### src/hw/bubsys_dtack_gen.sv
`timescale 1ns/1ps
`default_nettype none

module bubsys_dtack_gen (
    input  logic mclk,
    input  logic maincpu_rst,
    input  logic i_clk6m_pcen,
    input  logic i_clk6m_ncen,
    input  logic i_abs_1h_n,
    input  logic i_abs_2h,
    input  logic i_uds_n,
    input  logic i_lds_n,
    input  logic i_workram_cs,
    input  logic i_sndram_cs,
    input  logic i_chacs_n,
    input  logic i_vcs1_n,
    input  logic i_vcs2_n,
    input  logic i_vzcs_n,
    input  logic i_objram_n,
    input  logic i_wram_ready,
    output logic o_dtack_n
);

    logic       ds_idle;
    logic       dtack1_n, dtack2_pre_n, dtack2_n;
    logic [1:0] dtack_sel;
    logic       dtack_mux_n;

    assign ds_idle = i_uds_n & i_lds_n;

    // video slot wait flops
    always_ff @(posedge mclk) begin
        if (maincpu_rst || ds_idle) begin
            dtack1_n     <= 1'b1;
            dtack2_pre_n <= 1'b1;
            dtack2_n     <= 1'b1;
        end else begin
            if (i_clk6m_pcen) begin
                if (!i_abs_1h_n) dtack1_n <= 1'b0;
                dtack2_pre_n <= 1'b0;               // one 6M step seen
            end
            if (i_clk6m_ncen && !i_abs_2h && i_abs_1h_n) begin
                dtack2_n <= dtack2_pre_n;           // 2H = 1H = 0 slot
            end
        end
    end

    assign dtack_sel[1] = i_workram_cs | i_sndram_cs | ~i_chacs_n | ~i_vcs1_n | ~i_vcs2_n;
    assign dtack_sel[0] = i_workram_cs | ~i_vzcs_n | ~i_objram_n;

    always_comb begin
        case (dtack_sel)
            2'd0:    dtack_mux_n = 1'b0;            // rom and io, no wait
            2'd1:    dtack_mux_n = dtack1_n;        // scroll ram, obj ram
            2'd2:    dtack_mux_n = dtack2_n;        // snd, char, vram 1/2
            default: dtack_mux_n = ~i_wram_ready;
        endcase
    end

    assign o_dtack_n = ds_idle | dtack_mux_n;

endmodule

`default_nettype wire

### config.mk
export PLATFORM = sky130hd
export DESIGN_NAME = bubsys_dtack_gen
export DESIGN_NICKNAME = d
export VERILOG_FILES = /design/src/hw/bubsys_dtack_gen.sv
export SDC_FILE = /design/constraint.sdc
export NUM_CORES = 1
export LEC_CHECK = 0
export BUFFER_PORTS_ARGS = -buffer_cell sky130_fd_sc_hd__buf_2
export CAP_MARGIN = 20
export CORE_AREA = 3 3 40 42
export CTS_BUF_LIST = sky130_fd_sc_hd__clkbuf_16
export DETAILED_ROUTE_END_ITERATION = 8
export DIE_AREA = 0 0 43 45
export GPL_TIMING_DRIVEN = 1
export HOLD_SLACK_MARGIN = 0.08
export RECOVER_POWER = 25
export SYNTH_ARGS = -nofsm -noshare
export SYNTH_HDL_FRONTEND = slang
export SYNTH_SLANG_ARGS = --single-unit
### constraint.sdc
create_clock -name mclk -period 1.9 [get_ports mclk]
set_input_delay 0.285 -clock mclk [delete_from_list [all_inputs] [get_ports mclk]]
set_output_delay 0.285 -clock mclk [all_outputs]
set_load 0.02 [all_outputs]
==> flow_metrics.tcl <==
set metrics [dict create \
    netSwitchingFraction_pct 16.5 \
    die_w_um 43 \
    dieArea_um2 1940 \
    numPortBuffers 16 \
    p_sw_mw 0.0703 \
    grt_usage_pct 5.24 \
    final.setup.tns_ns 0 \
    whs_path_depth 2 \
    yosysSeqAreaShare_pct 36.9 \
    cap_violations 0 \
    postRouteAntennaNets 0 \
    timing.final.crit_period_ns 1.50 \
    tightest_slew_ns 0.235 \
    drt_iter0_markers 2 \
    final_cell_mix "15 x buf_2, 4 x inv_1, 3 x clkbuf_16, 3 x dfxtp_1" \
    viasPerCell 3.76 \
    gp_congestion 0.627 \
    cts_tree "yes" \
    r2r-end "dtack2_n$_SDFFE_PP1P_" \
    synthCells 19 \
    n_antenna_cell 0 \
    cts_resized 0 \
    finish.net_count 56 \
    hpwl_um 360 \
    slew_violations 0 \
    vias 203 \
    synth_nets 35 \
    max_clock_freq_mhz 668 \
    cts_buffers 3 \
    ys_types 13 \
    post_synth.cell_area_avg_um2 8.56 \
    setup_violations 0 \
    final_common_cell "buf_2" \
    status "finished, final reports clean" \
    fp.dieH_um 45 \
    powerDensity_nw_per_um2 1260 \
    yosysWarningCount 0 \
    synth_area_um2 163 \
    cts_max_path_buffers 2 \
    postCtsSetupRepairBufs 0 \
    clk_latency_ns 0.22 \
    hold_viol 0 \
    route.detailed.drc 0 \
    instances_no_fill 54 \
    ff_latch_area_um2 60.1 \
    syn2layout_area_growth_pct 108 \
    power_frac_seq_pct 15.9 \
    hp-start "i_clk6m_pcen" \
    rows 13 \
    critPathArrivalTime_ns 1.21 \
    reg2reg_slack_ns 1.33 \
    grt_pass1_vias 194 \
    ir_worst_vdd_uv 519 \
    cts_sinks 3 \
    drive_gt1_share_pct 46.2 \
    critical_path_required_ns 1.62 \
    cts-root-buf "clkbuf_16" \
    grt_pass1_wl_um 710 \
    dp_slack_ns 0.399 \
    core_area_um2 1280 \
    reg2reg_from "dtack2_pre_n$_SDFFE_PP1P_" \
    hold_end "dtack2_pre_n$_SDFFE_PP1P_" \
    wl_um 441 \
    dp.cells 50 \
    grt_max_degree 4 \
    fin_ws_ns 0.404 \
    num-fill-cells 144 \
    relSlewSlack_pct 84.1 \
    ys_ff_latch 3 \
    cts_hold_buf 0 \
    firstDrtPassIters 2 \
    htree_levels 1 \
    crit_fanout 2 \
    cts.clk_slew.worst_paths_ns 0.03 \
    combPwrFrac_pct 7.5 \
    startpoint_type "primary input" \
    grt.overflow.total 0 \
    rr_worst_depth 2 \
    fin_crit_sh_pct 78.7 \
    crit_path_end_kind "primary output" \
    min_path_type "in -> reg" \
    worstSetupPathType "in -> out" \
    rsz0062_at_grt "false" \
    antenna_found_initial 0 \
    wl_per_cell_um 8.17 \
    p_int_mw 0.357 \
    io-pin-count 17 \
    multi_input_area_um2 91.3 \
    initial_core_util_pct 12.7 \
    fin_skew_ns 0.0000420 \
    p_clk_share_pct 76.6 \
    leakage_nw 0.184 \
]
-- synth_stat cells, drive strengths merged --
cell type / number / area (µm²)
nand3b: 2 / 15.0
nor4b: 1 / 8.76
o21ai: 2 / 10.0
a221o: 1 / 10.0
nand4b: 1 / 8.76
inv: 3 / 11.3
mux2i: 1 / 10.0
o211ai: 1 / 7.51
a21oi: 1 / 5.00
nand2: 1 / 3.75
nor2b: 1 / 6.26
dfxtp: 3 / 60.1
or2: 1 / 6.26
-- metal layers --
layer	wire, µm	vias to the layer above	GRT usage [%]
li1	-	110	-
met1	209	80	5.53
met2	158	13	6.89
met3	73	0	4.38
met4	0	0	3.61
met5	0	-	0
-- worst max path at each step --
stage	endpoint	depth (start not counted)	startpoint
after floorplan	o_dtack_n	3	i_sndram_cs
after detailed placement	o_dtack_n	5	i_sndram_cs
final	o_dtack_n	5	i_sndram_cs
after global routing	o_dtack_n	4	dtack1_n$_SDFFE_PP1P_
after global placement	o_dtack_n	5	i_sndram_cs
after CTS	o_dtack_n	5	i_sndram_cs
-- worst max-delay path, stage by stage --
cell and delay [ns]:
buf_2 0.09, nand4b_1 0.17, or2_0 0.22, a221o_1 0.29, buf_2 0.16
-- registers in the layout, indices dropped and copies added (netlist names) --
signal,cells
dtack1_n,1
dtack2_n,1
dtack2_pre_n,1
-- logic make-up after synthesis --
group / share of synthesized area (%)
buffers and inverters: 6.92
muxes: 6.15
AOI/OAI and AO/OA: 20.0
DFF: 36.9
and+or+nand+nor: 30.0
-- through the flow --
step | hold slack (ns) | utilization, % | area, µm² | power, mW
after global placement | 0.460 | 20.4 | 262 | 0.101
after floorplan | 0.385 | - | 163 | 0.0822
after detailed placement | 0.467 | 20.4 | 262 | 0.101
final | 0.258 | 26.4 | 339 | 0.427
after CTS | 0.258 | 26.5 | 340 | 0.435
after global routing | 0.273 | 26.4 | 339 | 0.447
-- power by group through the flow --
stage               Combinational [mW]  Sequential [mW]  Clock, mW
global route                    0.0364           0.0681      0.342
detailed placement              0.0327           0.0687          0
floorplan                       0.0137           0.0685          0
global placement                0.0322           0.0686          0
CTS                             0.0329           0.0678      0.335
finish                          0.0322           0.0678      0.327
-- final cells by class --
class                      count  share of cell area, %
tap                           15                   5.54
multi-input combinational     13                   26.9
clock inverter                 1                   1.11
inverter                       3                   3.32
clock buffer                   3                   22.1
sequential                     3                   17.7
timing repair buffer          16                   23.2
Power figures use the tool's default switching activity.
