==> config.mk <==
export PLATFORM = sky130hd
export DESIGN_NAME = bubsys_cfg_latch
export DESIGN_NICKNAME = d
export VERILOG_FILES = /design/src/hw/bubsys_pkg.sv /design/src/hw/bubsys_cfg_latch.sv
export SDC_FILE = /design/constraint.sdc
export NUM_CORES = 1
export LEC_CHECK = 0
export BUFFER_PORTS_ARGS = -buffer_cell sky130_fd_sc_hd__buf_2
export CORE_MARGIN = 5
export CORE_UTILIZATION = 34
export DETAILED_ROUTE_END_ITERATION = 8
export HOLD_SLACK_MARGIN = 0.12
export PLACE_DENSITY_LB_ADDON = 0.25
export SYNTH_ARGS = -nofsm -noshare
export SYNTH_HDL_FRONTEND = slang
export SYNTH_SLANG_ARGS = --single-unit
export TNS_END_PERCENT = 1
==> constraint.sdc <==
create_clock -name mclk -period 1.5 [get_ports mclk]
set_input_delay 0.45 -clock mclk [delete_from_list [all_inputs] [get_ports mclk]]
set_output_delay 0.45 -clock mclk [all_outputs]
set_load 0.005 [all_outputs]
==> src/hw/bubsys_pkg.sv <==
`default_nettype none

package bubsys_pkg;

    ////////////////////////////////////////////////////////////
    // bus and video widths
    typedef logic [23:1] cpu_addr_t;    // 68000 word address
    typedef logic [15:0] cpu_data_t;
    typedef logic [7:0]  byte_t;
    typedef logic [4:0]  color_t;
    typedef logic [10:0] pal_addr_t;
    typedef logic [2:0]  ipl_t;         // active low level code

    typedef enum logic [2:0] {
        IDLE,
        RF1,
        RF2,
        RF3,
        PENDING     // refresh due, cpu still on work ram
    } rfsh_state_t;

    ////////////////////////////////////////////////////////////
    // address map
    // first decoder, addr[18:16]
    localparam logic [2:0] PAGE_BOOT   = 3'b000;
    localparam logic [2:0] PAGE_WORK   = 3'b001;
    localparam logic [2:0] PAGE_SNDRAM = 3'b010;
    localparam logic [2:0] PAGE_CHAR   = 3'b011;
    localparam logic [2:0] PAGE_VIDEO  = 3'b101;
    localparam logic [2:0] PAGE_EXT    = 3'b111;

    // second decoder, addr[15:13] in the video page
    localparam logic [2:0] SUB_VZ  = 3'b000;
    localparam logic [2:0] SUB_V1  = 3'b001;
    localparam logic [2:0] SUB_V2  = 3'b010;
    localparam logic [2:0] SUB_OBJ = 3'b011;
    localparam logic [2:0] SUB_PAL = 3'b101;
    localparam logic [2:0] SUB_SYS = 3'b110;   // io block
    localparam logic [2:0] SUB_CFG = 3'b111;   // output bit latch

    // third decoder, addr[12:10] in the io block
    localparam logic [2:0] IO_SNDLATCH = 3'b000;
    localparam logic [2:0] IO_DIP      = 3'b001;
    localparam logic [2:0] IO_BTN      = 3'b011;

    ////////////////////////////////////////////////////////////
    // interrupt levels, read bus
    localparam ipl_t IPL_TIMER   = 3'b011;
    localparam ipl_t IPL_VBLANK  = 3'b101;
    localparam ipl_t IPL_FPARITY = 3'b110;
    localparam ipl_t IPL_NONE    = 3'b111;

    localparam cpu_data_t OPEN_BUS = 16'hFFFF;

endpackage

`default_nettype wire

==> src/hw/bubsys_cfg_latch.sv <==
`timescale 1ns/1ps
`default_nettype none

module bubsys_cfg_latch
    import bubsys_pkg::*;
(
    input  logic      mclk,
    input  logic      maincpu_rst,
    input  logic      i_syscfg_cs,
    input  logic      i_sndlatch_cs,
    input  cpu_addr_t i_addr,
    input  cpu_data_t i_data,
    input  logic      i_r_nw,
    input  logic      i_uds_n,
    input  logic      i_lds_n,
    output logic      o_snd_int,
    output logic      o_snd_nmi,
    output logic      o_ack_timer_n,
    output logic      o_ack_vblank_n,
    output logic      o_ack_fparity_n,
    output logic      o_hflip,
    output logic      o_vflip,
    output byte_t     o_snd_code
);

    logic cfg_wr;

    assign cfg_wr = i_syscfg_cs & ~i_r_nw;

    // addressable bit latch, one bit per word offset
    always_ff @(posedge mclk) begin
        if (maincpu_rst) begin
            o_snd_int       <= 1'b0;
            o_snd_nmi       <= 1'b0;
            o_ack_timer_n   <= 1'b0;
            o_ack_vblank_n  <= 1'b0;
            o_ack_fparity_n <= 1'b0;
            o_hflip         <= 1'b0;
            o_vflip         <= 1'b0;
        end else if (cfg_wr) begin
            if (!i_uds_n) begin
                case (i_addr[3:1])
                    3'd2:    o_snd_int     <= i_data[8];
                    3'd4:    o_snd_nmi     <= i_data[8];
                    3'd7:    o_ack_timer_n <= i_data[8];
                    default: ;  // coin counters, bus request not fitted
                endcase
            end
            if (!i_lds_n) begin
                case (i_addr[3:1])
                    3'd0:    o_ack_vblank_n  <= i_data[0];
                    3'd1:    o_ack_fparity_n <= i_data[0];
                    3'd2:    o_hflip         <= i_data[0];
                    3'd3:    o_vflip         <= i_data[0];
                    default: ;
                endcase
            end
        end
    end

    // sound code, low byte lane only
    always_ff @(posedge mclk) begin
        if (maincpu_rst) begin
            o_snd_code <= 8'h00;
        end else if (i_sndlatch_cs && !i_r_nw && !i_lds_n) begin
            o_snd_code <= i_data[7:0];
        end
    end

endmodule

`default_nettype wire

==> impl_metrics.json <==
{
  "ir_drop_uv": 400.6,
  "final_cells": 123,
  "p_leak_nw": 0.4105,
  "die_h_um": 53.15,
  "core_mm2": 0.001745,
  "antenna_cells": 0,
  "grt_use_met3_pct": 3.944,
  "worst_path_largest_cell_delay_ns": 0.35,
  "finClkSkew_ns": 0,
  "antenna_found_initial": 0,
  "insertion_delay_ns": 0.27,
  "critical_path.top_delay_family": "flip-flops",
  "first_iter_violations": 6,
  "vias": 539,
  "status": "finished, final reports clean",
  "cp_num_buf_inv": 1,
  "worst_pin_slew_ns": 0.3207,
  "yosysSeqAreaShare_pct": 47.43,
  "start_kind": "flop",
  "path_class": "reg2out",
  "netlist-cell-type-count": 14,
  "synth.ff_latch_count": 15,
  "final_common_cell": "buf_2",
  "required_ns": 1.05,
  "dp_hpwl_um": 1078,
  "postCtsSetupBuffers": 0,
  "io_pins": 61,
  "cp.arrival_ns": 0.74,
  "grt_use_met1_pct": 12.29,
  "setup_viol": 0,
  "rows": 15,
  "synth_area_um2": 633.1,
  "die_w_um": 53.15,
  "grt_pass1_vias": 579,
  "maxSlewViolCount": 0,
  "clockBufferDepth": 2,
  "final_net_count": 145,
  "syn_avg_cell_area_um2": 10.21,
  "grt_start_max_net_pins": 18,
  "synth.net_count": 108,
  "syn_to_final_growth_pct": 34.58,
  "hold_buffers": 0,
  "finalCriticalPeriod_ns": 1.191,
  "crit_fanout": 2,
  "root_buffer": "clkbuf_4",
  "cap_violations": 0,
  "syn_inst": 62,
  "dr.pass1.iters": 3,
  "initial_core_util_pct": 36.27,
  "grtUsageTotal_pct": 11.16,
  "portBuffers": 33,
  "hold_viol_final": 0,
  "placed_cells": 119,
  "fin_tns_setup_ns": 0,
  "rsz0062_at_grt": "no",
  "antenna_left": 0,
  "dieArea_mm2": 0.002825,
  "crit_chain": "buf_2",
  "busiest_layer": "met2",
  "grtUsageMet2_pct": 19.01,
  "mostFrequentLayoutCells": "buf_2 (33), mux2i_1 (15), dfxtp_1 (15)",
  "cp_slowest_cell": "dfxtp_1",
  "drc": 0,
  "yosysWarningCount": 0,
  "cts-resized-gates": 0,
  "via_per_inst": 4.382,
  "grt_pass1_wl_um": 2325,
  "hold_class": "in2reg",
  "cts_tree": "done",
  "power.density_mw_per_mm2": 832.3,
  "gp_congestion": 0.7811,
  "drive_gt1_share_pct": 38.78,
  "gr-total-overflow": 0,
  "wirelength_um": 1348,
  "relSlewSlack_pct": 78.56,
  "crit_path_end_kind": "output pin",
  "path_clk_slew_ns": 0.08,
  "htree_levels": 1,
  "clock.fmax_mhz": 840.0,
  "cts-buffers-inserted": 3,
  "fin_crit_sh_pct": 79.37,
  "clock_sinks": 15,
  "wire_per_inst_um": 10.96
}
==> final timing paths <==
path                                   start                         end  slack, ns  cells past startpoint
setup / recovery  o_snd_code[3]$_SDFFE_PP0P_               o_snd_code[3]       0.31                      1
hold / removal                     i_data[5]  o_snd_code[5]$_SDFFE_PP0P_       0.41                      3
setup reg to reg  o_snd_code[3]$_SDFFE_PP0P_  o_snd_code[3]$_SDFFE_PP0P_       0.89                      2
hold reg to reg         o_hflip$_SDFFE_PP0P_        o_hflip$_SDFFE_PP0P_       0.48                      2
==> registers in the layout, summed over array words and instances (netlist names) <==
name	cells
o_ack_timer_n	1
o_ack_fparity_n	1
o_ack_vblank_n	1
o_hflip	1
o_snd_code	8
o_vflip	1
o_snd_nmi	1
o_snd_int	1
==> area by class of cell <==
class                   count  area, um2
flip-flops and latches     15      300.3
clock buffers               4      26.28
multi-input cells          45      321.6
fillers                   190      893.4
well taps                  25      31.28
repair buffers             34      172.7
==> kinds of logic (layout without fill, tap and decap cells) <==
| logic type | count (synthesis) | count (layout) | synth area share [%] |
|---|---|---|---|
| flops | 15 | 15 | 47.43 |
| buf+inv | 2 | 38 | 1.779 |
| mux | 15 | 15 | 23.71 |
| simple gates | 30 | 30 | 27.08 |
==> Yosys cell counts <==
cell       instances  share of area, %
dfxtp_1           15                47
mux2i_1           15                24
nor2_1            10               5.9
nand2b_1           9               8.9
nand2_1            2               1.2
nand4_1            2               2.0
nor3_1             2               1.6
and2_1             1              0.99
buf_4              1               1.2
clkbuf_1           1              0.59
nand3b_1           1               1.2
nand4bb_1          1               1.8
nor3b_1            1               1.2
nor4b_2            1               2.4
==> power by group <==
group,internal (mW),switching [mW]
Clock,0.103,0.116
Sequential,0.407,0.00405
Combinational,0.0426,0.0372
==> through the flow <==
stage,hold WS (ns),power (mW),utilization (%),setup WS (ns),instance area [um2]
CTS,0.4017,0.7278,48.82,0.2985,852.1
global route,0.4019,0.7554,48.82,0.2571,852.1
global placement,0.4605,0.4993,47.31,0.1389,825.8
floorplan,0.4655,0.4564,-,0.3305,633.1
finish,0.4124,0.7092,48.82,0.3095,852.1
detailed placement,0.4624,0.5010,47.31,0.1205,825.8
==> tightest hold or removal path: cells and delay by family <==
family / cells / cell delay [ns]
muxes: 1 / 0.05
buffers and inverters: 1 / 0.07
and+or+nand+nor: 1 / 0.07
==> routing by layer <==
metal / vias to the layer above / share of wire (%)
li1: 282 / -
met1: 233 / 43
met2: 24 / 44
met3: 0 / 13
met4: 0 / 0
met5: - / 0
(Power assumes the default switching activity.)
