## src/hw/bubsys_pkg.sv

```systemverilog
`default_nettype none

package bubsys_pkg;

    ////////////////////////////////////////////////////////////
    // bus and video widths
    typedef logic [23:1] cpu_addr_t;    // 68000 word address
    typedef logic [15:0] cpu_data_t;
    typedef logic [7:0]  byte_t;
    typedef logic [4:0]  color_t;
    typedef logic [10:0] pal_addr_t;
    typedef logic [2:0]  ipl_t;         // active low level code

    typedef enum logic [2:0] {
        IDLE,
        RF1,
        RF2,
        RF3,
        PENDING     // refresh due, cpu still on work ram
    } rfsh_state_t;

    ////////////////////////////////////////////////////////////
    // address map
    // first decoder, addr[18:16]
    localparam logic [2:0] PAGE_BOOT   = 3'b000;
    localparam logic [2:0] PAGE_WORK   = 3'b001;
    localparam logic [2:0] PAGE_SNDRAM = 3'b010;
    localparam logic [2:0] PAGE_CHAR   = 3'b011;
    localparam logic [2:0] PAGE_VIDEO  = 3'b101;
    localparam logic [2:0] PAGE_EXT    = 3'b111;

    // second decoder, addr[15:13] in the video page
    localparam logic [2:0] SUB_VZ  = 3'b000;
    localparam logic [2:0] SUB_V1  = 3'b001;
    localparam logic [2:0] SUB_V2  = 3'b010;
    localparam logic [2:0] SUB_OBJ = 3'b011;
    localparam logic [2:0] SUB_PAL = 3'b101;
    localparam logic [2:0] SUB_SYS = 3'b110;   // io block
    localparam logic [2:0] SUB_CFG = 3'b111;   // output bit latch

    // third decoder, addr[12:10] in the io block
    localparam logic [2:0] IO_SNDLATCH = 3'b000;
    localparam logic [2:0] IO_DIP      = 3'b001;
    localparam logic [2:0] IO_BTN      = 3'b011;

    ////////////////////////////////////////////////////////////
    // interrupt levels, read bus
    localparam ipl_t IPL_TIMER   = 3'b011;
    localparam ipl_t IPL_VBLANK  = 3'b101;
    localparam ipl_t IPL_FPARITY = 3'b110;
    localparam ipl_t IPL_NONE    = 3'b111;

    localparam cpu_data_t OPEN_BUS = 16'hFFFF;

endpackage

`default_nettype wire

```

## src/hw/bubsys_addr_decode.sv

```systemverilog
`timescale 1ns/1ps
`default_nettype none

module bubsys_addr_decode
    import bubsys_pkg::*;
(
    input  cpu_addr_t i_addr,
    input  logic      i_as_n,
    output logic      o_workram_cs,
    output logic      o_palram_cs,
    output logic      o_syscfg_cs,
    output logic      o_sndlatch_cs,
    output logic      o_btn_cs,
    output logic      o_dip_cs,
    output logic      o_sndram_cs,
    output logic      o_vzcs_n,
    output logic      o_vcs1_n,
    output logic      o_vcs2_n,
    output logic      o_chacs_n,
    output logic      o_objram_n
);

    logic dec_en;

    // game rom (a19) and the vpa space (a23) stay out
    assign dec_en = ~i_as_n & ~i_addr[23] & ~i_addr[19];

    always_comb begin
        o_workram_cs  = 1'b0;
        o_palram_cs   = 1'b0;
        o_syscfg_cs   = 1'b0;
        o_sndlatch_cs = 1'b0;
        o_btn_cs      = 1'b0;
        o_dip_cs      = 1'b0;
        o_sndram_cs   = 1'b0;
        o_vzcs_n      = 1'b1;
        o_vcs1_n      = 1'b1;
        o_vcs2_n      = 1'b1;
        o_chacs_n     = 1'b1;
        o_objram_n    = 1'b1;

        if (dec_en) begin
            case (i_addr[18:16])
                PAGE_WORK:   o_workram_cs = 1'b1;
                PAGE_SNDRAM: o_sndram_cs  = 1'b1;
                PAGE_CHAR:   o_chacs_n    = 1'b0;
                PAGE_VIDEO: begin
                    case (i_addr[15:13])
                        SUB_VZ:  o_vzcs_n    = 1'b0;
                        SUB_V1:  o_vcs1_n    = 1'b0;
                        SUB_V2:  o_vcs2_n    = 1'b0;
                        SUB_OBJ: o_objram_n  = 1'b0;
                        SUB_PAL: o_palram_cs = 1'b1;
                        SUB_CFG: o_syscfg_cs = 1'b1;
                        SUB_SYS: begin
                            o_sndlatch_cs = (i_addr[12:10] == IO_SNDLATCH);
                            o_dip_cs      = (i_addr[12:10] == IO_DIP);
                            o_btn_cs      = (i_addr[12:10] == IO_BTN);
                        end
                        default: ;
                    endcase
                end
                PAGE_BOOT, PAGE_EXT: ;  // rom and expansion ram live off board
                default: ;
            endcase
        end
    end

endmodule

`default_nettype wire

```

## config.mk

```make
export PLATFORM = sky130hd
export DESIGN_NAME = bubsys_addr_decode
export DESIGN_NICKNAME = d
export VERILOG_FILES = /design/src/hw/bubsys_pkg.sv /design/src/hw/bubsys_addr_decode.sv
export SDC_FILE = /design/constraint.sdc
export NUM_CORES = 1
export LEC_CHECK = 0
export ABC_AREA = 0
export BUFFER_PORTS_ARGS = -buffer_cell sky130_fd_sc_hd__buf_2
export CORE_AREA = 5 5 42 44
export DETAILED_ROUTE_END_ITERATION = 10
export DIE_AREA = 0 0 47 49
export PLACE_DENSITY = 0.5
export SKIP_LAST_GASP = 1
export SLEW_MARGIN = 30
export SYNTH_ARGS = -nofsm -noshare
export SYNTH_HDL_FRONTEND = slang
export SYNTH_SLANG_ARGS = --single-unit
```

## constraint.sdc

```tcl
create_clock -name vclk -period 2.15
set_input_delay 0.215 -clock vclk [all_inputs]
set_output_delay 0.215 -clock vclk [all_outputs]
set_load 0.05 [all_outputs]
```

==> out/metrics.csv, run 1 <==
stage,metric,value,unit
routing,met3 routed WL,59,um
floorplanning,Rows,14,
sta,Slew @ Worst Pin,0.2303,ns
sta,post-route setup TNS,0,ns
final_layout,share of cells above drive strength 1,0.5652,
floorplanning,boundary pin count,36,
sta,max-slew violation count,0,
setup_path,Slowest cell on crit path,or4b_1,
synth,largest family of logic cells by synthesized area,simple AND/OR/NAND/NOR gates,
routing,drt first pass iters,3,
floorplanning,Initial Utilization,0.1205,
routing,post-route ant nets,0,
pwr,clock group share of total power,0,
synth,Post-Syn Nets,47,
synth,Mapped Avg Cell Area,7.344,um2
pwr,Flop pwr share,0,
status,status,"finished, final reports clean",
synth,Synth Area in Simple Gates,0.8889,
floorplanning,area of the core,1401,um2
final_layout,clkbuf count,0,
final_layout,n_diodes,0,
setup_path,CP Launch Type,input pin,
routing,DRC viols,0,
synth,Post-Syn Area,168.9,um2
routing,met2 wire len,311,um
routing,met1 wire length,293,um
final_layout,sequential cell area,0,um2
global_routing,total track usage,0.05825,
pwr,P_leak,0.0001300,uW
floorplanning,Die Y,49,um
setup_path,CP required,1.93,ns
synth,instance count of the mapped netlist,23,
setup_path,peak fanout along the critical path,12,
setup_path,CP startpoint,i_addr[22],
global_routing,vias in the first global route,249,
placed_design,IO Port Bufs,24,
placed_design,hpwl dp,568.2,um
final_layout,sequential cell count,0,
synth,Netlist cell types,14,
setup_path,max incr delay on CP,0.51,ns
final_layout,Final Util,0.2170,
global_routing,largest net degree at the start of global routing,13,
sta,slew margin rel.,0.8450,
floorplanning,DIE AREA,2303,um2
setup_path,worst-path cell chain,buf_2 -> or3_4 -> or4b_1 -> buf_2,
sta,post-layout minimum cycle time,1.703,ns
global_routing,grt ovf,0,
pwr,power per cell area,103.3,nW/um2
final_layout,nets,72,
sta,Highest Clock Rate,587.2,MHz
setup_path,WP data arrival,1.49,ns
worst_hold_path,worst hold path class,in2out,
synth,Yosys warnings,0,
cts,post-CTS setup buffers,0,
synth,Synth Area in XOR/XNOR,0,
pwr,Peak VDD IR,24.36,uV
final_layout,Layout Area Growth over Synthesis,80.00,%
setup_path,Critical Path End,o_vcs2_n,
setup_path,Worst Setup End Kind,primary output,
global_routing,first-pass GRT wire length,1110,um
sta,Tcrit/Tclk final,0.7921,
pwr,combinational cell fraction of total power,1.000,
routing,Top Metal Used,met3,
cts,hold buffers post-CTS,0,
routing,total wire length,664,um
routing,DR iter-0 viols,1,
pwr,switching share of power,0.5520,
synth,share of the synthesized area in the top cell type,0.1556,
global_routing,initial antenna violation count,0,
run,Max-Cap Viols,0,
sta,unrepaired setup endpoints after global routing,no,
synth,top post-synthesis cells by count,"nor4_1, nor4b_1",
sta,Final Hold Viols,0,
synth,post-synthesis compound-gate area fraction,0,
synth,largest cells by area after synthesis,"nor4b_1, or4b_1, nor4_1",
setup_path,crit path kind,in2out,
sta,final setup violation count,0,
routing,drt wl/cell,10.71,um
setup_path,CP most frequent cell,buf_2,
pwr,Sw Pwr,17.33,uW
routing,total number of vias,273,
floorplanning,Die Span X,47,um
final_layout,number of fill cells in the layout,173,
routing,Via-to-Cell Ratio,4.403,
synth,adder-cell share of the synthesized area,0,
synth,"Seq/Total Area, Yosys",0,
sta,Hold Slack,0.7766,ns
placed_design,routability cong.,0.6204,
pwr,Pint,14.07,uW
cts,# resized after CTS,0,
synth,cell taking the most area after synthesis,nor4b_1,
synth,mux contribution to synthesized area,0,
## worst max-delay path: cells and delay by family
kind	cells	cell delay (ns)
simple gates	2	0.96
buf+inv	2	0.31
## metrics by stage
step           setup slack (ns)  power (uW)  instances  area (um2)
2_1_floorplan           -0.4168       14.33         23       175.2
3_3_place_gp             0.4490       31.15         62       304.0
3_5_place_dp             0.4448       31.87         62       304.0
4_1_cts                  0.4453       31.96         62       304.0
5_1_grt                  0.3967       35.85         62       304.0
6_report                 0.4469       31.40         62       304.0
## worst min path at each step
| stage | start | endpoint | slack, ns | cells past startpoint |
|---|---|---|---|---|
| after floorplan | i_addr[15] | o_sndram_cs | 0.61 | 1 |
| after global placement | i_addr[10] | o_dip_cs | 0.78 | 3 |
| after detailed placement | i_addr[10] | o_dip_cs | 0.78 | 3 |
| after CTS | i_addr[10] | o_dip_cs | 0.78 | 3 |
| after global routing | i_addr[10] | o_dip_cs | 0.81 | 3 |
| final | i_addr[10] | o_dip_cs | 0.78 | 3 |
## layout make-up
cell class | instances | area, um2 | area share
timing repair buffer | 24 | 120.1 | 0.3951
tap | 16 | 20.02 | 0.06584
inverter | 2 | 7.507 | 0.02469
multi-input combinational | 20 | 156.4 | 0.5144
## metal layers
layer,global-route usage,vias to the layer above
met5,0,-
met4,0,0
met3,0,0
met2,0.08597,13
met1,0.09783,117
li1,-,143
## power groups by stage
stage          sequential, uW  combinational, uW  clock (uW)
2_1_floorplan               0               14.3           0
3_5_place_dp                0               31.9           0
5_1_grt                     0               35.8           0
3_3_place_gp                0               31.2           0
6_report                    0               31.4           0
4_1_cts                     0               32.0           0
## logic make-up (layout without fill, tap and decap cells)
group,count (synthesis),after routing
buf+inv,3,26
simple gates,20,20
## layout by cell type, fill, tap and decap left out
cell type and count:
or4_1 2, nor4b_1 2, or3_1 1, nor4_1 3, buf_2 24, nand2_1 2, or4b_1 2, nand3b_1 1
nor2_1 1, nor3_1 1, inv_1 2, nand4bb_1 1, nor4b_2 1, nand4b_1 2, or3_4 1
Note: power is estimated with default switching activity, not from simulation.
==> run 2: changes to the inputs <==
--- a/config.mk
+++ b/config.mk
@@ -10,7 +10,7 @@
 export CORE_AREA = 5 5 42 44
 export DETAILED_ROUTE_END_ITERATION = 10
 export DIE_AREA = 0 0 47 49
-export PLACE_DENSITY = 0.5
+export PLACE_DENSITY = 0.52
 export SKIP_LAST_GASP = 1
 export SLEW_MARGIN = 30
 export SYNTH_ARGS = -nofsm -noshare
==> constraint.sdc (replaced) <==
create_clock -name vclk -period 1.5
set_input_delay 0.15 -clock vclk [all_inputs]
set_output_delay 0.15 -clock vclk [all_outputs]
set_load 0.05 [all_outputs]
==> out/metrics.csv, run 2 (same netlist as run 1, synthesis figures left out) <==
stage,metric,value,unit
routing,drt wl/cell,10.59,um
placed_design,Area after DPL,379.1,um2
final_layout,n_diodes,0,
setup_path,peak fanout along the critical path,6,
final_layout,Final Util,0.3116,
sta,post-route setup TNS,-0.01365,ns
setup_path,WP data arrival,1.36,ns
sta,unrepaired setup endpoints after global routing,yes,
routing,post-route ant nets,0,
final_layout,number of fill cells in the layout,157,
placed_design,routability cong.,0.6474,
floorplanning,Die Span X,47,um
final_layout,Layout Area Growth over Synthesis,158.5,%
pwr,power per cell area,136.7,nW/um2
worst_hold_path,worst hold path class,in2out,
sta,max-slew violation count,0,
cts,hold buffers post-CTS,0,
run,Max-Cap Viols,0,
global_routing,largest net degree at the start of global routing,9,
floorplanning,Die Y,49,um
global_routing,initial antenna violation count,0,
final_layout,sequential cell area,0,um2
status,status,"finished, violations left",
final_layout,share of cells above drive strength 1,0.7800,
routing,total wire length,699,um
sta,Slew @ Worst Pin,0.2515,ns
routing,Via-to-Cell Ratio,4.394,
setup_path,crit path kind,in2out,
routing,DR iter-0 viols,1,
final_layout,clkbuf count,0,
global_routing,grt ovf,0,
routing,total number of vias,290,
floorplanning,Initial Utilization,0.1205,
floorplanning,boundary pin count,36,
global_routing,vias in the first global route,246,
pwr,Peak VDD IR,48.00,uV
worst_hold_path,hold path depth,3,
final_layout,nets,76,
cts,post-CTS setup buffers,0,
floorplanning,DIE AREA,2303,um2
sta,Final Hold Viols,0,
setup_path,Worst Setup End Kind,primary output,
pwr,P_leak,0.0001844,uW
setup_path,CP required,1.35,ns
floorplanning,Rows,14,
final_layout,Finished Layout Cells,66,
routing,drt first pass iters,2,
final_layout,"leading cell type in the layout, fill and taps excluded",buf_2,
placed_design,IO Port Bufs,24,
final_layout,"commonest cells after routing, fill and taps aside","buf_2, buf_4, buf_6, nor4_2",
placed_design,placed cells,66,
sta,post-layout minimum cycle time,1.514,ns
placed_design,hpwl dp,607.7,um
final_layout,sequential cell count,0,
sta,Tcrit/Tclk final,1.009,
global_routing,first-pass GRT wire length,1097,um
final_layout,"Design Area, Final",436.7,um2
sta,final setup violation count,1,
setup_path,CP Launch Type,input pin,
global_routing,total track usage,0.05895,
sta,Highest Clock Rate,660.7,MHz
sta,slew margin rel.,0.8335,
routing,DRC viols,0,
sta,Setup WS post-layout,-0.01365,ns
status,failing checks,setup timing,
floorplanning,area of the core,1401,um2
run 2: changes by cell type in the layout (fill, tap and decap cells not counted), moves of 2 or more:
cell	previous run	this run
buf_2	24	15
buf_6	0	4
or4b_4	0	2
buf_4	0	8
nor4_1	3	0
or4b_1	2	0
nor4b_1	2	0
nor4_2	0	3
run 2: repair_timing:
action | in CTS | in global routing
pin swaps | 0 | 1
endpoints found under the setup margin | 4 | 11
resized for setup | 6 | 15
run 2: power by group:
| part | internal, uW | switching, uW | leakage, uW |
|---|---|---|---|
| Combinational | 28.4 | 31.3 | 0.000184 |
| Clock | 0 | 0 | 0 |
| Sequential | 0 | 0 | 0 |
| Total | 28.4 | 31.3 | 0.000184 |
run 2: cell type report:
cell class                 count  area [um2]  area share
timing repair buffer          28       195.2      0.4470
multi-input combinational     20       214.0      0.4900
inverter                       2       7.507     0.01719
tap                           16       20.02     0.04585
run 2: final timing paths:
kind                       start       end
worst max-delay path  i_addr[22]  o_vcs2_n
worst min-delay path  i_addr[10]  o_dip_cs
run 2: stage by stage:
step / power (uW) / setup WS, ns / hold slack (ns)
4_1_cts: 56.72 / -0.02029 / 0.6535
2_1_floorplan: 25.42 / -0.2923 / 0.4046
6_report: 59.71 / -0.01365 / 0.6300
3_5_place_dp: 56.35 / -0.03586 / 0.6530
3_3_place_gp: 55.65 / -0.02643 / 0.6487
5_1_grt: 65.29 / -0.02343 / 0.6479
run 2: metal layers:
layer | track usage | share of wire | wire [um]
met5 | 0 | 0 | 0
met4 | 0 | 0 | 0
met3 | 0 | 0.074 | 52
met2 | 0.09050 | 0.53 | 371
met1 | 0.09565 | 0.39 | 274
run 2: critical path, cell delays in order:
cell and delay [ns]:
buf_6 0.09, or3_4 0.41, or4b_4 0.55, buf_8 0.17
