## config.mk

```make
export PLATFORM = sky130hd
export DESIGN_NAME = bubsys_irq_ctrl
export DESIGN_NICKNAME = d
export VERILOG_FILES = /design/src/hw/bubsys_pkg.sv /design/src/hw/bubsys_irq_ctrl.sv
export SDC_FILE = /design/constraint.sdc
export NUM_CORES = 1
export LEC_CHECK = 0
export ABC_AREA = 1
export BUFFER_PORTS_ARGS = -buffer_cell sky130_fd_sc_hd__buf_2
export CAP_MARGIN = 0
export CORE_AREA = 2 2 39 41
export DETAILED_ROUTE_END_ITERATION = 12
export DIE_AREA = 0 0 41 43
export PLACE_DENSITY = 0.64
export SLEW_MARGIN = 20
export SYNTH_ARGS = -nofsm -noshare
export SYNTH_HDL_FRONTEND = slang
export SYNTH_SLANG_ARGS = --single-unit
```

## constraint.sdc

```tcl
create_clock -name mclk -period 0.8 [get_ports mclk]
set_clock_uncertainty 0.1 [all_clocks]
set_input_delay 0.12 -clock mclk [delete_from_list [all_inputs] [get_ports mclk]]
set_output_delay 0.12 -clock mclk [all_outputs]
set_load 0.01 [all_outputs]
```

## src/hw/bubsys_pkg.sv

```systemverilog
`default_nettype none

package bubsys_pkg;

    ////////////////////////////////////////////////////////////
    // bus and video widths
    typedef logic [23:1] cpu_addr_t;    // 68000 word address
    typedef logic [15:0] cpu_data_t;
    typedef logic [7:0]  byte_t;
    typedef logic [4:0]  color_t;
    typedef logic [10:0] pal_addr_t;
    typedef logic [2:0]  ipl_t;         // active low level code

    typedef enum logic [2:0] {
        IDLE,
        RF1,
        RF2,
        RF3,
        PENDING     // refresh due, cpu still on work ram
    } rfsh_state_t;

    ////////////////////////////////////////////////////////////
    // address map
    // first decoder, addr[18:16]
    localparam logic [2:0] PAGE_BOOT   = 3'b000;
    localparam logic [2:0] PAGE_WORK   = 3'b001;
    localparam logic [2:0] PAGE_SNDRAM = 3'b010;
    localparam logic [2:0] PAGE_CHAR   = 3'b011;
    localparam logic [2:0] PAGE_VIDEO  = 3'b101;
    localparam logic [2:0] PAGE_EXT    = 3'b111;

    // second decoder, addr[15:13] in the video page
    localparam logic [2:0] SUB_VZ  = 3'b000;
    localparam logic [2:0] SUB_V1  = 3'b001;
    localparam logic [2:0] SUB_V2  = 3'b010;
    localparam logic [2:0] SUB_OBJ = 3'b011;
    localparam logic [2:0] SUB_PAL = 3'b101;
    localparam logic [2:0] SUB_SYS = 3'b110;   // io block
    localparam logic [2:0] SUB_CFG = 3'b111;   // output bit latch

    // third decoder, addr[12:10] in the io block
    localparam logic [2:0] IO_SNDLATCH = 3'b000;
    localparam logic [2:0] IO_DIP      = 3'b001;
    localparam logic [2:0] IO_BTN      = 3'b011;

    ////////////////////////////////////////////////////////////
    // interrupt levels, read bus
    localparam ipl_t IPL_TIMER   = 3'b011;
    localparam ipl_t IPL_VBLANK  = 3'b101;
    localparam ipl_t IPL_FPARITY = 3'b110;
    localparam ipl_t IPL_NONE    = 3'b111;

    localparam cpu_data_t OPEN_BUS = 16'hFFFF;

endpackage

`default_nettype wire

```

## src/hw/bubsys_irq_ctrl.sv

```systemverilog
`timescale 1ns/1ps
`default_nettype none

module bubsys_irq_ctrl
    import bubsys_pkg::*;
(
    input  logic mclk,
    input  logic maincpu_rst,
    input  logic i_clk9m_pcen,
    input  logic i_vblank_n,
    input  logic i_frame_parity,
    input  logic i_ack_vblank_n,
    input  logic i_ack_fparity_n,
    input  logic i_ack_timer_n,
    output ipl_t o_ipl_n
);

    logic [2:0] vbl_sync;   // two sync stages plus edge delay
    logic [2:0] par_sync;
    logic       vbl_rise, par_rise;
    logic [2:0] ack_n;      // {timer, vblank, fparity}
    logic [2:0] rise;
    logic [2:0] pend;

    assign vbl_rise = vbl_sync[1] & ~vbl_sync[2];
    assign par_rise = par_sync[1] & ~par_sync[2];

    // vblank start drives both timer and vblank sources
    assign ack_n = {i_ack_timer_n, i_ack_vblank_n, i_ack_fparity_n};
    assign rise  = {vbl_rise, vbl_rise, par_rise};

    always_ff @(posedge mclk) begin
        if (maincpu_rst) begin
            vbl_sync <= 3'b000;
            par_sync <= 3'b000;
            pend     <= 3'b000;
            o_ipl_n  <= IPL_NONE;
        end else begin
            vbl_sync <= {vbl_sync[1:0], ~i_vblank_n};
            par_sync <= {par_sync[1:0], i_frame_parity};

            for (int i = 0; i < 3; i++) begin
                if (!ack_n[i]) pend[i] <= 1'b0;    // held clear during ack
                else if (rise[i]) pend[i] <= 1'b1;
            end

            ////////////////////////////////////////////////////////////
            // priority encoder, timer > vblank > frame parity
            if (i_clk9m_pcen) begin
                if (pend[2]) o_ipl_n <= IPL_TIMER;
                else if (pend[1]) o_ipl_n <= IPL_VBLANK;
                else if (pend[0]) o_ipl_n <= IPL_FPARITY;
                else o_ipl_n <= IPL_NONE;
            end
        end
    end

endmodule

`default_nettype wire

```

==> run metrics, run 1 <==
outcome=finished, violations left; failing checks=negative hold slack, negative setup slack; Starting Density=between 30% and 40%; clock latency on the worst-skew pair=0.26 ns; total core area=about 1400 µm²; Critical Path Fanout Max=2; 1st-pass router iterations=4; post-placement cell area=500 µm²; CP startpoint kind=register; CTS root buf=clkbuf_4; syn_nets=slightly below 60; pin count of the biggest net entering global routing=9; layout cells sized above 1=38.2%; Setup Slack @ Placement=roughly 0.013 ns; IO Port Bufs=10; final-layout fill cell count=156; final hold viol count=1; commonest cells after routing, fill and taps aside=inv_1 (10), nor2_1 (8), dfxtp_1 (8); Max Cap Viol=0; Total GRT Usage=about 9.8%; Via density=approximately 4.0; Die Area=1760 µm²; PwrDens=1840 nW/µm²; Slowest-stage cell, CP=dfxtp_2; DP Cell Count=just under 80; Final min period=about 0.9 ns; average cell area after synthesis=8.51 µm²; Clock Path Buffers=2; cell count after synthesis=50; Mapped Area=425 µm²; Seq cells post-synth=12; H-Tree Depth=1; row cnt=14; Post-CTS Setup Bufs=0; 1st-iter DRT viols=1; CP delay by family, top=flip-flops; design area=591 µm²; CTS tree=done; Die X=approximately 41 µm; worst ir drop on vdd=between 1000 and 1500 µV; Worst Path Required=slightly below 0.6 ns; Pleak=approximately 0.26 nW; I/O pin total=11; most common cell after layout, fill and taps aside=inv_1; PnR worst setup slack=-0.124 ns; total power=1.09 mW; CP bufs+invs=1; Synth top area share=approximately 56%; Num CTS Buffers=3; CP Cell Sequence=buf_6; critical path class=register to output port; dpl hpwl=around 440 µm; global-route wire length before repair=about 1.1 mm; Yosys warnings=0; initial antenna violation count=0; endpoint class of the critical path=output port; Hold Buf Count CTS=5; WHS=-0.0147 ns; RSZ-0062 raised after global routing=true; fin crit share=116%; Vias=roughly 330; Final Slew Violations=0; Layout Area Growth over Synthesis=38.8%; DRT antenna net count=0; worst hold path type=input port to register; Worst Max-Slew Pin Slew=between 0.15 and 0.2 ns; Area contributors post-synth=dfxtp_1 (56%), inv_1 (9.7%), nor2_1 (7.1%), a21oi_2 (6.2%), nand2_1 (5.3%); Synth cell types=13; clock sinks=12; # setup viols final=4; Clk pin slew, worst setup/hold paths=~0.07 ns; DRC=0; vias in the first global route=roughly 300; height of the die=between 40 and 50 µm; maximum operating frequency=approximately 1.1 GHz; WL final=approximately 650 µm; Crit path largest cell delay=roughly 0.33 ns; antenna diode count=0; total gr overflow=0; post-synthesis sequential area ratio=a little under three fifths; fin nets=78; Layout Cells excl Fill=84; cell accounting for the most synthesized area=dfxtp_1; Slew Limit Headroom=between 80% and 90%; WP data arrival=about 0.7 ns; drt wl/cell=approximately 7.7 µm; Final Wtd Congestion=between 0.6 and 0.7
==> stage by stage <==
stage | utilization, % | TNS, ns
global route | 42.7 | -0.553
finish | 42.7 | -0.382
CTS | 42.9 | -0.404
floorplan | - | 0
global placement | 36.2 | 0
detailed placement | 36.2 | 0
==> synthesized netlist by cell type <==
| master | number |
|---|---|
| o21ai_0 | 1 |
| dfxtp_1 | 12 |
| clkinv_4 | 1 |
| inv_1 | 11 |
| nand3_1 | 1 |
| or2_0 | 1 |
| buf_6 | 1 |
| nor2_1 | 8 |
| o21ai_1 | 1 |
| nand2_2 | 3 |
| nand2_1 | 6 |
| a21oi_1 | 1 |
| a21oi_2 | 3 |
==> worst register-to-register path: stages (launching register included) <==
cell,delay (ns)
dfxtp_2,0.32
or2_0,0.19
nand2_1,0.06
nand2_1,0.04
==> repair_timing <==
item / 4_1_cts / 5_1_grt
hold endpoints to repair: 6 / 1
resized for setup: 6 / 2
setup endpoints to repair: 5 / 6
gates cloned: 0 / 0
==> cell type report <==
cell class | count | area [µm²] | area share, %
well taps | 16 | 20.0 | 3.39
repair buffers | 16 | 129 | 21.8
flip-flops and latches | 12 | 245 | 41.5
clock buffers | 3 | 22.5 | 3.81
inverters | 12 | 50.0 | 8.47
multi-input cells | 25 | 124 | 21.0
==> registers in the layout (all words and copies together), names as in the netlist <==
signal	flops
o_ipl_n	3
pend	3
vbl_sync	3
par_sync	3
==> final timing paths <==
check	start	slack (ns)	depth (start not counted)	endpoint
worst min-delay path	i_clk9m_pcen	-0.01	3	o_ipl_n[1]
worst min register to register	par_sync[0]	0.30	2	par_sync[1]
worst max-delay path	o_ipl_n[1]	-0.12	1	o_ipl_n[1]
worst max register to register	o_ipl_n[0]	-0.01	3	o_ipl_n[0]
==> per-layer routing <==
layer	routed length (µm)	global-route usage, %	vias to the layer above
li1	-	-	181
met1	277	8.55	137
met2	293	14.7	12
met3	67	9.42	3
met4	8	4.00	0
met5	0	0	-
==> report_power, final <==
group          internal (mW)  total (mW)  switching, mW
logic                 0.0568       0.104         0.0468
registers              0.620       0.630        0.00952
clock network          0.174       0.353          0.179
total                  0.851        1.09          0.236
==> kinds of logic (layout without fill, tap and decap cells) <==
| group | Yosys count | after routing | synth area share [%] |
|---|---|---|---|
| and+or+nand+nor | 19 | 19 | 19.4 |
| buffers and inverters | 13 | 31 | 14.4 |
| DFF | 12 | 12 | 56.5 |
| AOI/OAI and AO/OA | 6 | 6 | 9.70 |
(Power assumes the default switching activity.)
==> inputs of run 2 (changes only) <==
--- a/config.mk
+++ b/config.mk
@@ -5,13 +5,13 @@
 export SDC_FILE = /design/constraint.sdc
 export NUM_CORES = 1
 export LEC_CHECK = 0
-export ABC_AREA = 1
+export ABC_AREA = 0
 export BUFFER_PORTS_ARGS = -buffer_cell sky130_fd_sc_hd__buf_2
 export CAP_MARGIN = 0
 export CORE_AREA = 2 2 39 41
 export DETAILED_ROUTE_END_ITERATION = 12
 export DIE_AREA = 0 0 41 43
-export PLACE_DENSITY = 0.64
+export PLACE_DENSITY = 0.6
 export SLEW_MARGIN = 20
 export SYNTH_ARGS = -nofsm -noshare
 export SYNTH_HDL_FRONTEND = slang
==> run 2 against run 1 <==
The run still ends with negative hold slack, negative setup slack left. Register-to-register slack got worse by 0.03 ns. Via count is 14% lower. Cell area is 11% lower. Synthesized cell count fell by 26%. Sequential power decreased by 1%. Utilization down 4.7 points. Critical path type unchanged. Largest cell class unchanged.
==> run metrics, run 2 <==
outcome=finished, violations left; failing checks=negative hold slack, negative setup slack; Clk pin slew, worst setup/hold paths=~0.060 ns; Area contributors post-synth=dfxtp_1 (62%), nor2b_1 (9.7%), nand2b_1 (4.9%), o21ai_1 (3.9%), nor2_1 (3.9%); Vias=around 290; Critical Path Fanout Max=2; global-route wire length before repair=~850 µm; # setup viols final=7; Yosys warnings=0; Post-synth top cells=dfxtp_1 (12), nor2b_1 (6), nor2_1 (4); RSZ-0062 raised after global routing=true; height of the die=between 40 and 50 µm; CP bufs+invs=1; Post-synth EDFFs=0; cell with the most instances after synthesis=dfxtp_1; DRC=0; design area=526 µm²; Starting Density=between 20% and 30%; R2R Setup Slk=-0.04 ns; Max Cap Viol=0; H-Tree Depth=1; Final Wtd Congestion=roughly 0.57; layout cells sized above 1=a little over a third; average cell area after synthesis=10.4 µm²; cell count after synthesis=37; worst hold path type=input port to register; cell accounting for the most synthesized area=dfxtp_1; Layout Cells excl Fill=68; DRT antenna net count=0; Die X=slightly above 40 µm; WP data arrival=~0.70 ns; fin nets=62; total core area=1380 µm²; DP Cell Count=63; WL final=approximately 550 µm; Worst Path Required=between 0.5 and 0.6 ns; PnR worst setup slack=-0.119 ns; Crit path largest cell delay=0.33 ns; Final min period=0.919 ns; clock sinks=12; Synth cell types=11; worst ir drop on vdd=roughly 1200 µV; xor-xnor portion of the synthesized cell area=0%; critical path class=register to output port; initial antenna violation count=0; asr flop ratio synth=0%; IO Port Bufs=10; Clock Path Buffers=2; Seq cells post-synth=12; Layout Area Growth over Synthesis=35.9%; 1st-iter DRT viols=2; multiplexer share of the synthesized area=0%; WHS=-0.0179 ns; I/O pin total=11; Die Area=about 1800 µm²; Slew Limit Headroom=between 90% and 100%; syn_nets=45; CP startpoint kind=register; Worst Max-Slew Pin Slew=0.132 ns; clock latency on the worst-skew pair=approximately 0.26 ns; final-layout fill cell count=148; largest family of logic cells by synthesized area=simple AND/OR/NAND/NOR gates; CP delay by family, top=flip-flops; compound-cell area share of the yosys netlist=a little over 9%; PwrDens=1950 nW/µm²; drt wl/cell=8.06 µm; row cnt=14; antenna diode count=0; CP Cell Sequence=buf_6; commonest cells after routing, fill and taps aside=buf_2 (7), dfxtp_1 (7), nor2b_1 (6); Synth top area share=a little over 60%; CTS tree=done; Slowest-stage cell, CP=dfxtp_2; fin crit share=115%; total gr overflow=0; Mapped Area=~390 µm²; 1st-pass router iterations=2; Final Slew Violations=0; final hold viol count=3; maximum operating frequency=about 1.1 GHz; pin count of the biggest net entering global routing=10; post-placement cell area=approximately 460 µm²; Synth Area in Simple Gates=around 26%; post-synthesis sequential area ratio=between 60 and 70%; Post-Synth Adder-Cell Area=0%; vias in the first global route=237; Via density=about 4.2; Num CTS Buffers=3; CTS root buf=clkbuf_4; Primary FF master, synth=dfxtp_1; Total GRT Usage=7.97%; Pleak=around 0.24 nW; endpoint class of the critical path=output port
-- run 2: path summary, 6_finish.rpt --
check	from	end	cells past startpoint
min reg2reg	par_sync[0]	par_sync[1]	1
min	i_ack_vblank_n	pend[1]	3
max reg2reg	pend[1]	o_ipl_n[0]	2
max	o_ipl_n[0]	o_ipl_n[0]	1
-- run 2: area by class of cell --
type / count / area [µm²] / area share, %
inverter: 3 / 11.3 / 2.14
sequential: 12 / 246 / 46.9
tap: 16 / 20.0 / 3.81
timing repair buffer: 12 / 88.8 / 16.9
clock buffer: 3 / 22.5 / 4.29
multi-input combinational: 22 / 136 / 26.0
-- run 2: per-layer routing --
metal	routed length [µm]	GRT usage [%]	part of all wire, %
met1	234	7.19	43
met2	265	11.3	48
met3	48	9.42	8.8
met4	0	2.00	0
met5	0	0	0
-- run 2: repair_timing --
| item | CTS | global route |
|---|---|---|
| hold endpoints to repair | 5 | 5 |
| gates resized for setup | 8 | 1 |
| setup buffers | 0 | 0 |
| pin swaps | 0 | 1 |
| hold buffers | 1 | 1 |
| endpoints found under the setup margin | 6 | 7 |
-- run 2: power breakdown --
group          internal, mW  total, mW  leakage [nW]  switching, mW
Combinational        0.0365     0.0602         0.124         0.0237
Clock                 0.174      0.342        0.0138          0.168
Sequential            0.615      0.621        0.0975        0.00613
-- run 2: cell families after synthesis --
group,Yosys count
compound gates,6
buf+inv,3
flops,12
simple gates,16
-- run 2: stage by stage --
stage | setup TNS [ns] | hold slack [ns] | setup WS [ns] | util [%] | total power [mW]
3_5_place_dp | -0.0361 | 0.179 | -0.0274 | 33.0 | 0.685
5_1_grt | -0.602 | -0.0301 | -0.155 | 38.0 | 1.09
3_3_place_gp | -0.0164 | 0.176 | -0.0138 | 33.0 | 0.684
4_1_cts | -0.444 | -0.0415 | -0.133 | 37.2 | 1.05
2_1_floorplan | -0.00180 | 0.0867 | -0.00180 | - | 0.656
6_report | -0.414 | -0.0179 | -0.119 | 38.0 | 1.02
